`src/source/rx_majority_defs.svh`:
```
`ifndef RX_MAJORITY_DEFS_SVH
`define RX_MAJORITY_DEFS_SVH

// Byte positions count from the first byte of a frame

// Position of the segment number's high byte; the low byte follows it
`define SEG_OFFSET 4

// Payload bytes that come right after the segment number
`define PAYLOAD_LEN 16

// One voting lane per accepted segment number
`define SEGMENT_LANES 4

`endif

```
`src/source/rx_frame_pkg.sv`:
```
`default_nettype none

`include "rx_majority_defs.svh"

package rx_frame_pkg;

	// One byte of the received stream
	typedef logic [7:0] byte_t;

	// Segment number as sent with the high byte first
	typedef logic [15:0] seg_num_t;

	// Position of a byte inside the payload
	typedef logic [$clog2(`PAYLOAD_LEN)-1:0] pay_idx_t;

	// Voting lane number
	typedef logic [$clog2(`SEGMENT_LANES)-1:0] lane_idx_t;

endpackage

`default_nettype wire

```
`src/source/rx_vote_pkg.sv`:
```
`default_nettype none

package rx_vote_pkg;

	// Copies sent per segment
	typedef enum logic [1:0] {
		vote_single = 2'd1,
		vote_triple = 2'd3
	} vote_mode_t;

	typedef logic [1:0] copy_cnt_t;

	// Unknown codes fall back to a single copy
	function automatic copy_cnt_t copies_needed(input vote_mode_t mode);
		return (mode == vote_triple) ? copy_cnt_t'(3) : copy_cnt_t'(1);
	endfunction

	// Each output bit follows at least two of the three inputs
	function automatic logic [7:0] maj3(input logic [7:0] a, input logic [7:0] b,
		input logic [7:0] c);
		return (a & b) | (a & c) | (b & c);
	endfunction

endpackage

`default_nettype wire

```
`src/source/rx_frame_parser.sv`:
```
`timescale 1ns/1ps
`default_nettype none

`include "rx_majority_defs.svh"

module rx_frame_parser (
	input wire rx_clk,
	input wire rst_n,
	input wire rx_enable,
	input wire rx_frame_pkg::byte_t rx_data,
	output logic pay_valid,
	output logic pay_last,
	output logic frame_abort,
	output logic loss_pulse,
	output rx_frame_pkg::byte_t pay_data,
	output rx_frame_pkg::pay_idx_t pay_index,
	output rx_frame_pkg::seg_num_t seg_num
);
	import rx_frame_pkg::*;

	localparam int PAY_START = `SEG_OFFSET + 2;
	localparam int PAY_END = PAY_START + `PAYLOAD_LEN;

	logic rx_en;
	logic rx_en_q;
	byte_t rxdata;
	logic [7:0] byte_cnt;
	byte_t seg_hi;
	logic seg_captured;
	logic pay_done;
	logic in_payload;
	logic frame_end;

	assign in_payload = rx_en && (byte_cnt >= 8'(PAY_START)) && (byte_cnt < 8'(PAY_END));

	// The registered enable has just fallen, so the frame's last byte is already decoded
	assign frame_end = rx_en_q && !rx_en;

	always_ff @(posedge rx_clk) begin
		rxdata <= rx_data;
		if (!rst_n) begin
			rx_en <= 1'b0;
			rx_en_q <= 1'b0;
			byte_cnt <= '0;
		end else begin
			rx_en <= rx_enable;
			rx_en_q <= rx_en;
			// Count indexes the byte now held in rxdata and saturates on long frames
			if (rx_en && rx_enable) begin
				if (byte_cnt != '1) begin
					byte_cnt <= byte_cnt + 8'd1;
				end
			end else begin
				byte_cnt <= '0;
			end
		end
	end

	always_ff @(posedge rx_clk) begin
		if (rx_en && byte_cnt == 8'(`SEG_OFFSET)) begin
			seg_hi <= rxdata;
		end
		if (rx_en && byte_cnt == 8'(`SEG_OFFSET + 1)) begin
			seg_num <= {seg_hi, rxdata};
		end
		pay_data <= rxdata;
		pay_index <= pay_idx_t'(byte_cnt - 8'(PAY_START));
		if (!rst_n) begin
			pay_valid <= 1'b0;
			pay_last <= 1'b0;
			seg_captured <= 1'b0;
			pay_done <= 1'b0;
			frame_abort <= 1'b0;
			loss_pulse <= 1'b0;
		end else begin
			pay_valid <= in_payload;
			pay_last <= in_payload && byte_cnt == 8'(PAY_END - 1);
			if (frame_end) begin
				seg_captured <= 1'b0;
				pay_done <= 1'b0;
			end else begin
				if (rx_en && byte_cnt == 8'(`SEG_OFFSET + 1)) begin
					seg_captured <= 1'b1;
				end
				if (in_payload && byte_cnt == 8'(PAY_END - 1)) begin
					pay_done <= 1'b1;
				end
			end
			// seg_num keeps its value here, so the router still knows the lane to abort
			loss_pulse <= frame_end && !pay_done;
			frame_abort <= frame_end && seg_captured && !pay_done;
		end
	end

	assert property (@(posedge rx_clk) disable iff (!rst_n)
		pay_valid |-> pay_index < `PAYLOAD_LEN);

	// Payload bytes of one frame leave back to back in index order
	assert property (@(posedge rx_clk) disable iff (!rst_n)
		pay_valid && pay_index != '0 |->
			$past(pay_valid) && pay_index == $past(pay_index) + 1'b1);

endmodule

`default_nettype wire

```
`src/source/segment_router.sv`:
```
`timescale 1ns/1ps
`default_nettype none

`include "rx_majority_defs.svh"

module segment_router (
	input wire rx_clk,
	input wire rst_n,
	input wire pay_valid,
	input wire pay_last,
	input wire frame_abort,
	input wire rx_frame_pkg::byte_t pay_data,
	input wire rx_frame_pkg::pay_idx_t pay_index,
	input wire rx_frame_pkg::seg_num_t seg_num,
	output logic [`SEGMENT_LANES-1:0] lane_valid,
	output logic [`SEGMENT_LANES-1:0] lane_last,
	output logic [`SEGMENT_LANES-1:0] lane_abort,
	output rx_frame_pkg::byte_t lane_data,
	output rx_frame_pkg::pay_idx_t lane_index
);
	import rx_frame_pkg::*;

	logic in_range;
	lane_idx_t lane;
	logic [`SEGMENT_LANES-1:0] lane_sel;

	assign in_range = seg_num < seg_num_t'(`SEGMENT_LANES);
	assign lane = lane_idx_t'(seg_num);

	// Out-of-range numbers select no lane and the frame disappears here
	always_comb begin
		lane_sel = '0;
		lane_sel[lane] = in_range;
	end

	always_ff @(posedge rx_clk) begin
		lane_data <= pay_data;
		lane_index <= pay_index;
		if (!rst_n) begin
			lane_valid <= '0;
			lane_last <= '0;
			lane_abort <= '0;
		end else begin
			lane_valid <= pay_valid ? lane_sel : '0;
			lane_last <= (pay_valid && pay_last) ? lane_sel : '0;
			lane_abort <= frame_abort ? lane_sel : '0;
		end
	end

endmodule

`default_nettype wire

```
`src/source/majority_voter.sv`:
```
`timescale 1ns/1ps
`default_nettype none

`include "rx_majority_defs.svh"

module majority_voter (
	input wire rx_clk,
	input wire rst_n,
	input wire lane_valid,
	input wire lane_last,
	input wire lane_abort,
	input wire rx_frame_pkg::byte_t lane_data,
	input wire rx_frame_pkg::pay_idx_t lane_index,
	input wire rx_vote_pkg::vote_mode_t redundancy,
	output logic vote_en,
	output rx_frame_pkg::byte_t vote_data
);
	import rx_frame_pkg::*;
	import rx_vote_pkg::*;

	// Copies 0 and 1 of the segment, indexed by payload position
	byte_t copy0 [`PAYLOAD_LEN];
	byte_t copy1 [`PAYLOAD_LEN];

	copy_cnt_t copy_cnt;
	copy_cnt_t copies;
	logic triple;
	logic final_copy;
	byte_t voted;

	assign copies = copies_needed(redundancy);
	assign triple = redundancy == vote_triple;
	assign final_copy = copy_cnt == copies - copy_cnt_t'(1);

	// The third copy is voted against the two stored bytes at the same index
	assign voted = triple ? maj3(lane_data, copy0[lane_index], copy1[lane_index]) : lane_data;

	always_ff @(posedge rx_clk) begin
		if (lane_valid && triple && !final_copy) begin
			if (copy_cnt == copy_cnt_t'(0)) begin
				copy0[lane_index] <= lane_data;
			end else begin
				copy1[lane_index] <= lane_data;
			end
		end
	end

	always_ff @(posedge rx_clk) begin
		vote_data <= voted;
		if (!rst_n) begin
			copy_cnt <= '0;
			vote_en <= 1'b0;
		end else begin
			vote_en <= lane_valid && final_copy;
			// An aborted copy never reaches lane_last and is overwritten by the next one
			if (lane_valid && lane_last) begin
				if (final_copy) begin
					copy_cnt <= '0;
				end else begin
					copy_cnt <= copy_cnt + copy_cnt_t'(1);
				end
			end
		end
	end

	// The parser aborts only after the enable has dropped, so no payload byte can coincide
	assert property (@(posedge rx_clk) disable iff (!rst_n)
		!(lane_abort && lane_valid));

endmodule

`default_nettype wire

```
`src/source/lane_merge.sv`:
```
`timescale 1ns/1ps
`default_nettype none

`include "rx_majority_defs.svh"

module lane_merge (
	input wire rx_clk,
	input wire rst_n,
	input wire [`SEGMENT_LANES-1:0] vote_en,
	input wire rx_frame_pkg::byte_t vote_data [`SEGMENT_LANES],
	output logic en_out,
	output rx_frame_pkg::byte_t data_out
);
	import rx_frame_pkg::*;

	lane_idx_t sel;
	logic any_en;

	assign any_en = |vote_en;

	// Only one frame is in flight, so at most one lane speaks at a time
	always_comb begin
		sel = '0;
		for (int j = 0; j < `SEGMENT_LANES; j++) begin
			if (vote_en[j]) begin
				sel = lane_idx_t'(j);
			end
		end
	end

	always_ff @(posedge rx_clk) begin
		if (!rst_n) begin
			en_out <= 1'b0;
			data_out <= '0;
		end else begin
			en_out <= any_en;
			data_out <= any_en ? vote_data[sel] : '0;
		end
	end

	assert property (@(posedge rx_clk) disable iff (!rst_n)
		$onehot0(vote_en));

endmodule

`default_nettype wire

```
`src/source/rx_majority_top.sv`:
```
`timescale 1ns/1ps
`default_nettype none

`include "rx_majority_defs.svh"

module rx_majority_top (
	input wire rx_clk,
	input wire rst_n,
	input wire rx_enable,
	input wire rx_frame_pkg::byte_t rx_data,
	input wire rx_vote_pkg::vote_mode_t redundancy,
	output wire en_out,
	output wire loss_detected,
	output wire rx_frame_pkg::byte_t data_out
);
	import rx_frame_pkg::*;

	wire pay_valid;
	wire pay_last;
	wire frame_abort;
	wire byte_t pay_data;
	wire pay_idx_t pay_index;
	wire seg_num_t seg_num;

	wire [`SEGMENT_LANES-1:0] lane_valid;
	wire [`SEGMENT_LANES-1:0] lane_last;
	wire [`SEGMENT_LANES-1:0] lane_abort;
	wire byte_t lane_data;
	wire pay_idx_t lane_index;

	wire [`SEGMENT_LANES-1:0] vote_en;
	wire byte_t vote_data [`SEGMENT_LANES];

	rx_frame_parser u_parser (
		.rx_clk (rx_clk),
		.rst_n (rst_n),
		.rx_enable (rx_enable),
		.rx_data (rx_data),
		.pay_valid (pay_valid),
		.pay_last (pay_last),
		.frame_abort (frame_abort),
		.loss_pulse (loss_detected),
		.pay_data (pay_data),
		.pay_index (pay_index),
		.seg_num (seg_num)
	);

	segment_router u_router (
		.rx_clk (rx_clk),
		.rst_n (rst_n),
		.pay_valid (pay_valid),
		.pay_last (pay_last),
		.frame_abort (frame_abort),
		.pay_data (pay_data),
		.pay_index (pay_index),
		.seg_num (seg_num),
		.lane_valid (lane_valid),
		.lane_last (lane_last),
		.lane_abort (lane_abort),
		.lane_data (lane_data),
		.lane_index (lane_index)
	);

	for (genvar i = 0; i < `SEGMENT_LANES; i++) begin : g_lane
		majority_voter u_voter (
			.rx_clk (rx_clk),
			.rst_n (rst_n),
			.lane_valid (lane_valid[i]),
			.lane_last (lane_last[i]),
			.lane_abort (lane_abort[i]),
			.lane_data (lane_data),
			.lane_index (lane_index),
			.redundancy (redundancy),
			.vote_en (vote_en[i]),
			.vote_data (vote_data[i])
		);
	end

	lane_merge u_merge (
		.rx_clk (rx_clk),
		.rst_n (rst_n),
		.vote_en (vote_en),
		.vote_data (vote_data),
		.en_out (en_out),
		.data_out (data_out)
	);

endmodule

`default_nettype wire

```
`config.mk`:
```
export PLATFORM = sky130hd
export DESIGN_NAME = rx_majority_top
export DESIGN_NICKNAME = d
export VERILOG_FILES = /design/src/source/rx_frame_pkg.sv /design/src/source/rx_vote_pkg.sv /design/src/source/rx_frame_parser.sv /design/src/source/segment_router.sv /design/src/source/majority_voter.sv /design/src/source/lane_merge.sv /design/src/source/rx_majority_top.sv
export VERILOG_INCLUDE_DIRS = /design/src /design/src/source
export SDC_FILE = /design/constraint.sdc
export NUM_CORES = 1
export LEC_CHECK = 0
export BUFFER_PORTS_ARGS = -buffer_cell sky130_fd_sc_hd__buf_2
export CAP_MARGIN = 5
export CORE_MARGIN = 2
export CORE_UTILIZATION = 57
export CTS_CLUSTER_SIZE = 40
export DETAILED_ROUTE_END_ITERATION = 8
export GPL_TIMING_DRIVEN = 1
export PLACE_DENSITY = 0.88
export SYNTH_ARGS = -nofsm -noshare
export SYNTH_HDL_FRONTEND = slang
export SYNTH_SLANG_ARGS = --single-unit
```
`constraint.sdc`:
```
create_clock -name rx_clk -period 2.4 [get_ports rx_clk]
set_clock_uncertainty 0.05 [all_clocks]
set_input_delay 0.12 -clock rx_clk [delete_from_list [all_inputs] [get_ports rx_clk]]
set_output_delay 0.12 -clock rx_clk [all_outputs]
set_load 0.03 [all_outputs]
```
# Yosys cells after proc, flatten, opt, wreduce, memory -nomap -nowiden
# Memories as Yosys holds them, arrays and structs flattened. A register that Yosys moved wholly into a read port is not among the register bits.
# Cells that the tools add are included.
# W data, S select, Z words.
# op_classes
n_addsub	7
n_lt_le_gt_ge	6
n_eq_ne	9
muxes	41
bitwise	23
reduce_logical	42
# ops
operator	count
$and A8 B8 Y8	12
$or A8 B8 Y8	8
$mux W8	6
$logic_and A1 B1 Y1	26
$mux W1	26
$bmux W8 S2	1
$eq A8 B3 Y1 const B	2
$lt A16 B3 Y1 const B	1
$mux W2	7
$add A2 B1 Y2 const B	4
$add A8 B1 Y8 const B	1
$eq A2 B2 Y1	4
$eq A8 B5 Y1 const B	1
$ge A8 B3 Y1 const B	1
$logic_not A2 Y1	4
$lt A8 B5 Y1 const B	1
$ne A8 B8 Y1 const B	1
$reduce_and A2 Y1	4
$logic_not A1 Y1	6
$and A4 B4 Y4	1
$reduce_or A4 Y1	1
$sub A4 B3 Y4 const B	1
$ge A3 B3 Y1 const B	1
$lt A2 B3 Y1 const B	1
7 further kinds	7
# word_totals
regBits	131
ram_bits	1024
inputBits	13
out_inout_bits	10
wordCells	166
memories	8
# memory_table
memory	words	width	read_ports	rd_ports_with_merged_regs	write_ports	line	source
g_lane[0].u_voter.copy0	16	8	1	1	1	majority_voter.sv:22	byte_t copy0 [`PAYLOAD_LEN];
g_lane[0].u_voter.copy1	16	8	1	1	1	majority_voter.sv:23	byte_t copy1 [`PAYLOAD_LEN];
g_lane[1].u_voter.copy0	16	8	1	1	1	majority_voter.sv:22	
g_lane[1].u_voter.copy1	16	8	1	1	1	majority_voter.sv:23	
g_lane[2].u_voter.copy0	16	8	1	1	1	majority_voter.sv:22	
g_lane[2].u_voter.copy1	16	8	1	1	1	majority_voter.sv:23	
2 more memories	-	-	-	-	-	-	

# Logic depth before layout (Yosys ltp)
# Gate-level depths: netlist of the first run.
# logic_depth
word_depth	8
mapped_depth	9
mapped_depth_nobuf	7

# Cells and area by module
# A second synthesis of the first run with hierarchy kept.
# unflattened
hier_cells	2303
area_unflattened_um2	44762.9
# modules_own_cells
module	n_inst	cells_per_inst	area_per_inst_um2
majority_voter	4	518	10422.5
rx_frame_parser	1	129	1904.3
segment_router	1	55	658.1
lane_merge	1	47	510.5

# Least setup slack after synthesis of the first run
# Ideal clock, no wire load.
# synth_path
path_kind	reg2reg
startpoint	register u_router.lane_data[0]
endpoint	memory g_lane[0].u_voter.copy0[0][0] in the netlist's numbering (data pin)
setup_ns	0.548
arrival_ns	1.931
setup_slack_ns	-0.129
path_stages_with_launch	1
path_buffers	0
path_cell_list	dfxtp_1
# synth_rtl
item	line	source
start: declaration	segment_router.sv:18	output rx_frame_pkg::byte_t lane_data,
start signal: assignment	segment_router.sv:37	lane_data <= pay_data;
end: declaration	majority_voter.sv:22	
# No word-level cell before the write port.

# Final worst setup path of the first run
# layout_path
startpoint	register g_lane[3].u_voter.copy_cnt[0]
endpoint	memory g_lane[3].u_voter.copy1[2][5] in the netlist's numbering (enable)
# layout_via
elab_chain_len	5
# layout_rtl
item	line	source
start: declaration	majority_voter.sv:25	copy_cnt_t copy_cnt;
start signal: assignment	majority_voter.sv:60	copy_cnt <= copy_cnt + copy_cnt_t'(1);
$eq A2 B2 Y1	majority_voter.sv:33	assign final_copy = copy_cnt == copies - copy_cnt_t'(1);
$logic_not A1 Y1	majority_voter.sv:39	if (lane_valid && triple && !final_copy) begin
$logic_and A1 B1 Y1	majority_voter.sv:39	
$mux W1 (*)	majority_voter.sv:39	
$mux W1 (implied by the code) (*)	majority_voter.sv:43	copy1[lane_index] <= lane_data;
end: declaration	majority_voter.sv:23	
# Every way passes the cells marked *; elsewhere a longest branch is shown, timed or not.

==> run metrics, run 1 <==
Detail Route Antenna Nets=0; worst-case clock buffer depth=3; fin worst setup slack=-0.0393 ns; XOR/XNOR Fraction of Synth Area=0.00139; Worst path max stage delay=0.66 ns; H-tree depth=3; syn_area_per_cell=between 15 and 20 µm²; Max Fclk=0.410 GHz; Filler Cells Inserted=4399; Critical Path RT=about 2.7 ns; main combinational cell family by area after synthesis=multiplexers; grt ovf=0; die area=roughly 80000 µm²; Initial Util=0.578; Top FF cell, synth=edfxtp_1; Final HPWL DP=approximately 63000 µm; fin util=0.664; r2r setup slk=-0.04 ns; CP max-delay cell=nor2_1; worst r2r src=g_lane[3].u_voter.copy_cnt[0]; worst r2r path cells=5; first-pass GRT wire length=~160000 µm; Net Sw Frac=0.202; register share of total power=0.554; Cell Area, Placed=46600 µm²; placed insts=3331; Async SR Flop Fraction=0; final setup vio count=31; Mapped Cells=2211; syn_nets=between 2000 and 2500; DR iter-0 viols=3443; nets=2460; GPL Wtd Cong=0.843; Final period util=1.02; Max IR drop VDD=0.631 mV; WL final=108000 µm; Top Ports=23; CP Cell Sequence=inv_1, ha_1, nand4b_1, buf_4, nor2_1; row cnt=101; CP Capture Point=g_lane[3].u_voter.copy1[2][5]; max-cap viol count=0; CP startpoint=g_lane[3].u_voter.copy_cnt[0]; synth unique cells=43; unrepaired setup endpoints after global routing=true; fin crit period=approximately 2.4 ns; Inserted Clock Buffers=108; share of cells above drive strength 1=0.254; most frequent cells in the layout=edfxtp_1, mux4_2, mux2i_1; cell area after synthesis=roughly 44000 µm²; DR vias/cell=6.59; post-synthesis compound-gate area fraction=0.0359; P_sw=8050 µW; Yosys warnings=0; Clock Sinks=1155; Area Growth Syn to Fin=14.9%; post-synthesis mux area share=0.155; Hold Fails Final Rpt=0; Adder-Cell Fraction of Synth Area=0.00256; CP max FO=16; latest clock arrival within the worst-skew pair=around 0.70 ns; PD cells=788 nW/µm²; Vias=23500; Pint=31800 µW; CP startpoint kind=flop; Post-synth EDFFs=1048; total track usage=0.275; Die Y=282 µm; Worst-path clk slew=0.06 ns; vias in the first global route=24400; Max-slew headroom=0.356; outcome=finished, violations left; non-filler cells, final=3563; post-synthesis sequential area ratio=0.764; Die X=282 µm; Worst Setup End Kind=flop; Worst R2R End=g_lane[3].u_voter.copy1[2][5]; Pre-antenna DRT Iters=6; DR DRC count=0; Setup CP Type=reg2reg; initial antenna violation count=0; dpl ws=-0.0874 ns; clock network fraction of total power=0.429; Core Area=76200 µm²; failing checks=negative setup slack; final design area excluding fillers=50600 µm²; WL per Instance=30.4 µm; Lkg Pwr=0.0174 µW; PortBufs=22; Hold/Removal Path Class=in2reg; CTS Root Cell=clkbuf_16; Logic pwr share=0.017; area share of and/or/nand/nor cells after synthesis=0.0249; Slew Limit Fails=0; largest net degree at the start of global routing=83; commonest non-fill, non-tap cell in the layout=edfxtp_1; CTS tree=built; Tightest Pin Transition=0.966 ns; Yosys reg bits=1155; critical path arrival=2.71 ns
==> stage by stage <==
stage          TNS, ns  power [µW]  hold WS, ns
6_report        -0.565       39800        0.266
3_3_place_gp   -0.0216       23100        0.172
5_1_grt          -1.99       40700        0.261
3_5_place_dp    -0.478       23100        0.174
4_1_cts              0       39900        0.219
2_1_floorplan        0       22800       0.0977
==> worst min-delay path by stage <==
| stage | slack (ns) | endpoint | cells past startpoint | from |
|---|---|---|---|---|
| 2_1_floorplan | 0.1 | u_parser.rxdata[0] | 0 | rx_data[0] |
| 5_1_grt | 0.26 | u_router.lane_data[6] | 0 | u_parser.pay_data[6] |
| 3_5_place_dp | 0.17 | u_parser.rxdata[2] | 1 | rx_data[2] |
| 4_1_cts | 0.22 | g_lane[1].u_voter.vote_en | 4 | redundancy[1] |
| 3_3_place_gp | 0.17 | u_parser.rxdata[5] | 1 | rx_data[5] |
| 6_report | 0.27 | g_lane[1].u_voter.vote_en | 4 | redundancy[1] |
==> cells by family after synthesis <==
kind of cell	count (synthesis)
flip-flops	1155
multiplexers	400
AO/OA/AOI/OAI	264
AND/OR/NAND/NOR	244
buffers and inverters	132
adder cells (fa/ha/maj)	9
XOR/XNOR	7
==> registers in the layout, indices dropped and copies added (netlist names), 4 cells and up <==
name                      count
u_parser.seg_num             16
g_lane.u_voter.copy_cnt       8
u_router.lane_valid           4
u_parser.byte_cnt             8
u_merge.data_out              8
u_router.lane_last            4
u_parser.seg_hi               8
g_lane.u_voter.vote_en        4
g_lane.u_voter.vote_data     32
u_parser.pay_index            4
u_parser.pay_data             8
u_parser.rxdata               8
u_router.lane_index           4
u_router.lane_data            8
g_lane.u_voter.copy1        512
g_lane.u_voter.copy0        512
==> per-layer routing <==
layer  global-route usage  wire length (µm)  up-vias
met5                    0                 0        -
met4                0.136              5850        0
met3               0.0605             12100      369
met2                0.457             53900     1769
met1                0.346             36600    11900
li1                     -                 -     9446
==> final cells by class <==
| class | instances | area [µm²] | share of cell area |
|---|---|---|---|
| Sequential cell | 1155 | 33700 | 0.665 |
| Multi-Input combinational cell | 924 | 9700 | 0.192 |
| Clock buffer | 146 | 3020 | 0.0597 |
| Timing Repair Buffer | 234 | 2300 | 0.0456 |
| Tap cell | 1030 | 1290 | 0.0255 |
| Clock inverter | 58 | 549 | 0.0109 |
| Inverter | 15 | 56.3 | 0.00111 |
| Antenna cell | 1 | 2.50 | 0.0000495 |
==> repair_timing <==
action	4_1_cts	5_1_grt
hold buffers	19	0
setup buffers	1	5
setup endpoints to repair	27	176
resized for setup	5	14
pin swaps	0	0
endpoints found under the hold margin	33	0
gates cloned	0	2
==> worst max-delay path: cells and delay by family (launching register included) <==
kind	cells	cell delay, ns
adder cells (fa/ha/maj)	1	0.24
buffers and inverters	2	0.43
flip-flops	1	0.36
AND/OR/NAND/NOR	2	0.98
==> power by group through the flow <==
| stage | logic, µW | clock network, µW | registers (µW) |
|---|---|---|---|
| global route | 717 | 17900 | 22100 |
| floorplan | 216 | 0 | 22600 |
| global placement | 582 | 0 | 22500 |
| detailed placement | 624 | 0 | 22500 |
| finish | 690 | 17100 | 22100 |
| CTS | 658 | 17100 | 22100 |
==> cells in the mapped netlist (2+ instances only) <==
| library cell | count | area share |
|---|---|---|
| mux2i_1 | 176 | 0.040 |
| nand4_1 | 7 | 0.00099 |
| nand3_1 | 7 | 0.00080 |
| a21oi_1 | 42 | 0.0048 |
| xnor2_1 | 6 | 0.0012 |
| nor3_1 | 6 | 0.00068 |
| o221a_2 | 4 | 0.0010 |
| nor2b_1 | 7 | 0.00099 |
| edfxtp_1 | 1048 | 0.71 |
| or2_2 | 2 | 0.00028 |
| and2_1 | 5 | 0.00071 |
| buf_6 | 17 | 0.0043 |
| nor2_1 | 153 | 0.013 |
| ha_1 | 9 | 0.0026 |
| nor4_1 | 2 | 0.00028 |
| buf_2 | 34 | 0.0039 |
| mux4_2 | 224 | 0.11 |
| a22oi_1 | 33 | 0.0056 |
| o22ai_1 | 32 | 0.0045 |
| clkbuf_1 | 43 | 0.0037 |
| a21o_1 | 33 | 0.0056 |
| and3_1 | 5 | 0.00071 |
| inv_1 | 15 | 0.0013 |
| nand4b_1 | 4 | 0.00080 |
| and4b_1 | 2 | 0.00045 |
| o21ai_1 | 40 | 0.0045 |
| and4_1 | 6 | 0.0012 |
| o21a_1 | 4 | 0.00068 |
| nor4b_1 | 3 | 0.00060 |
| dfxtp_1 | 107 | 0.049 |
| buf_4 | 21 | 0.0036 |
| o21ai_0 | 70 | 0.0080 |
| nand2_1 | 31 | 0.0026 |
| a31oi_1 | 4 | 0.00057 |
(Power assumes the default switching activity.)
==> inputs of run 2 (changes only) <==
--- a/config.mk
+++ b/config.mk
@@ -8,12 +8,15 @@
 export LEC_CHECK = 0
 export BUFFER_PORTS_ARGS = -buffer_cell sky130_fd_sc_hd__buf_2
 export CAP_MARGIN = 5
+export CELL_PAD_IN_SITES_DETAIL_PLACEMENT = 0
+export CELL_PAD_IN_SITES_GLOBAL_PLACEMENT = 1
 export CORE_MARGIN = 2
-export CORE_UTILIZATION = 57
+export CORE_UTILIZATION = 50
 export CTS_CLUSTER_SIZE = 40
 export DETAILED_ROUTE_END_ITERATION = 8
 export GPL_TIMING_DRIVEN = 1
-export PLACE_DENSITY = 0.88
+export PLACE_DENSITY = 0.87
 export SYNTH_ARGS = -nofsm -noshare
 export SYNTH_HDL_FRONTEND = slang
+export SYNTH_HIERARCHICAL = 1
 export SYNTH_SLANG_ARGS = --single-unit
==> run 2 against run 1 <==
The run now ends clean. Fmax grew 6.3%. Design area increased by 0.80%. Combinational power down 13%. Die area increased by 15%. Clock power is essentially flat. Critical endpoint is now g_lane[1].u_voter/copy0[5][3]. Highest routed layer is now met5.
==> run metrics, run 2 <==
Area Growth Syn to Fin=14.3% (was 14.9%); CP max-delay cell=nor2_1 (unchanged); largest net degree at the start of global routing=77 (was 83); GPL Wtd Cong=0.834 (was 0.843); Top cell by count, worst path=nor2_1; P_sw=7650 µW (was 8050 µW); first-pass GRT wire length=145000 µm (was 158000 µm); Logic pwr share=0.015 (was 0.017); Max-slew headroom=0.259 (was 0.356); Net Sw Frac=0.194 (was 0.202); worst-case clock buffer depth=3 (unchanged); Critical Path RT=2.64 ns (was 2.67 ns); CTS Root Cell=clkbuf_16 (unchanged); Worst-path clk slew=0.06 ns (about the same); Tightest Pin Transition=1.08 ns (was 0.966 ns); Initial Util=0.505 (was 0.578); Slew Limit Fails=0 (unchanged); outcome=complete, no violations (was finished, violations left); DR iter-0 viols=2665 (was 3443); PortBufs=22 (unchanged); PD cells=774 nW/µm² (was 788 nW/µm²); postcts setup bufs=0 (was 1); cell area after synthesis=44600 µm² (was 44000 µm²); Setup CP Type=reg2reg (unchanged); Max Fclk=0.436 GHz (was 0.410 GHz); Clock Sinks=1155 (unchanged); latest clock arrival within the worst-skew pair=0.67 ns (was 0.70 ns); H-tree depth=3 (unchanged); Die Y=303 µm (was 282 µm); Max IR drop VDD=0.565 mV (was 0.631 mV); unrepaired setup endpoints after global routing=false (was true); syn_area_per_cell=19.5 µm² (was 19.9 µm²); clock network fraction of total power=0.425 (was 0.429); Detail Route Antenna Nets=0 (unchanged); Final HPWL DP=59500 µm (was 63000 µm); Lkg Pwr=0.0177 µW (was 0.0174 µW); share of cells above drive strength 1=0.238 (was 0.254); CP startpoint kind=flop (unchanged); Hold/Removal Path Class=in2reg (unchanged); register share of total power=0.560 (was 0.554); Die X=303 µm (was 282 µm); Hold Fails Final Rpt=0 (unchanged); syn_nets=2309 (was 2233); Buffers & Inverters on Critical Path=0 (was 2); CP max FO=8 (was 16); Core Area=88400 µm² (was 76200 µm²); Pint=31800 µW (about the same); Yosys warnings=6 (was 0); Pre-antenna DRT Iters=8 (was 6); final setup vio count=0 (was 31); Mapped Cells=2287 (was 2211); total track usage=0.212 (was 0.275); Worst path max stage delay=0.69 ns (was 0.66 ns); WL final=95400 µm (was 108000 µm); CTS tree=built (unchanged); grt ovf=0 (unchanged); initial antenna violation count=3 (was 0); die area=91600 µm² (was 79500 µm²); CP Cell Sequence=nand2b_1, nand3_1, nor2_1, nand2_1, nor2_1 (was inv_1, ha_1, nand4b_1, buf_4, nor2_1); cell family with most CP delay=simple AND/OR/NAND/NOR gates (unchanged); nets=2549 (was 2460); Final period util=0.956 (was 1.02); fin crit period=2.29 ns (was 2.44 ns); Inserted Clock Buffers=107 (was 108); Worst Setup End Kind=flop (unchanged); DR vias/cell=6.01 (was 6.59); commonest non-fill, non-tap cell in the layout=edfxtp_1 (unchanged); row cnt=109 (was 101); vias in the first global route=23400 (was 24400); r2r setup slk=0.11 ns (was -0.04 ns); final setup TNS=0 ns (was -0.565 ns); DR DRC count=0 (unchanged); most frequent cells in the layout=edfxtp_1, mux4_2, buf_4 (was edfxtp_1, mux4_2, mux2i_1); max-cap viol count=0 (unchanged); WL per Instance=25.2 µm (was 30.4 µm); Top Ports=23 (unchanged); Vias=22800 (was 23500); Largest regs=g_lane.u_voter/copy0: 512 flops, g_lane.u_voter/copy1: 512 flops, g_lane.u_voter/vote_data: 32 flops (was g_lane.u_voter.copy0: 512 flops, g_lane.u_voter.copy1: 512 flops, g_lane.u_voter.vote_data: 32 flops); Hold WS=0.0438 ns (was 0.266 ns); critical path arrival=2.53 ns (was 2.71 ns)
## run 2: final timing paths
| kind | endpoint | cells past startpoint | start |
|---|---|---|---|
| min reg2reg | u_router/lane_data[4] | 0 | u_parser/pay_data[4] |
| max reg2reg | g_lane[1].u_voter/copy0[5][3] | 5 | g_lane[1].u_voter/copy_cnt[0] |
| max | g_lane[1].u_voter/copy0[5][3] | 5 | g_lane[1].u_voter/copy_cnt[0] |
| min | u_parser/rxdata[0] | 2 | rx_data[0] |
## run 2: timing repair
item | in CTS | in global routing
resized for setup | 0 | 6
endpoints found under the hold margin | 35 | 0
setup endpoints to repair | 0 | 10
hold buffers | 11 | 0
## run 2: layout make-up
class	instances	area [µm²]
repair buffers	244	2170
diodes	1	2.50
multi-input cells	1000	10100
inverters	19	71.3
well taps	1165	1460
clock buffers	164	3070
flip-flops and latches	1155	33700
fillers	6252	37400
clock inverters	40	425
## run 2: worst reg2reg max path, cell delays in order, from the launching register on
cell and delay, ns:
dfxtp_1 0.39, nand2b_1 0.17, nand3_1 0.14, nor2_1 0.30, nand2_1 0.17, nor2_1 0.69
## run 2: power groups by stage
stage	clock (µW)	combinational [µW]	sequential, µW
2_1_floorplan	0	208	22600
3_3_place_gp	0	546	22500
3_5_place_dp	0	574	22500
4_1_cts	17000	592	22100
5_1_grt	17800	640	22100
6_report	16800	600	22100
## run 2: stage by stage
stage,cell area [µm²],util,total power (µW),std cells,setup slack [ns]
after floorplan,44600,-,22800,2287,0.113
after global placement,47400,0.536,23100,3572,0.140
after detailed placement,47400,0.536,23100,3572,0.119
after CTS,51000,0.577,39700,3787,0.102
after global routing,51000,0.577,40500,3787,0.0234
final,51000,0.577,39500,3788,0.106
## run 2: per-layer routing
metal,vias up,GRT usage,part of all wire
met5,-,0,0.000084
met4,2,0.0822,0.034
met3,175,0.0317,0.082
met2,1082,0.335,0.48
met1,11800,0.302,0.40
li1,9739,-,-
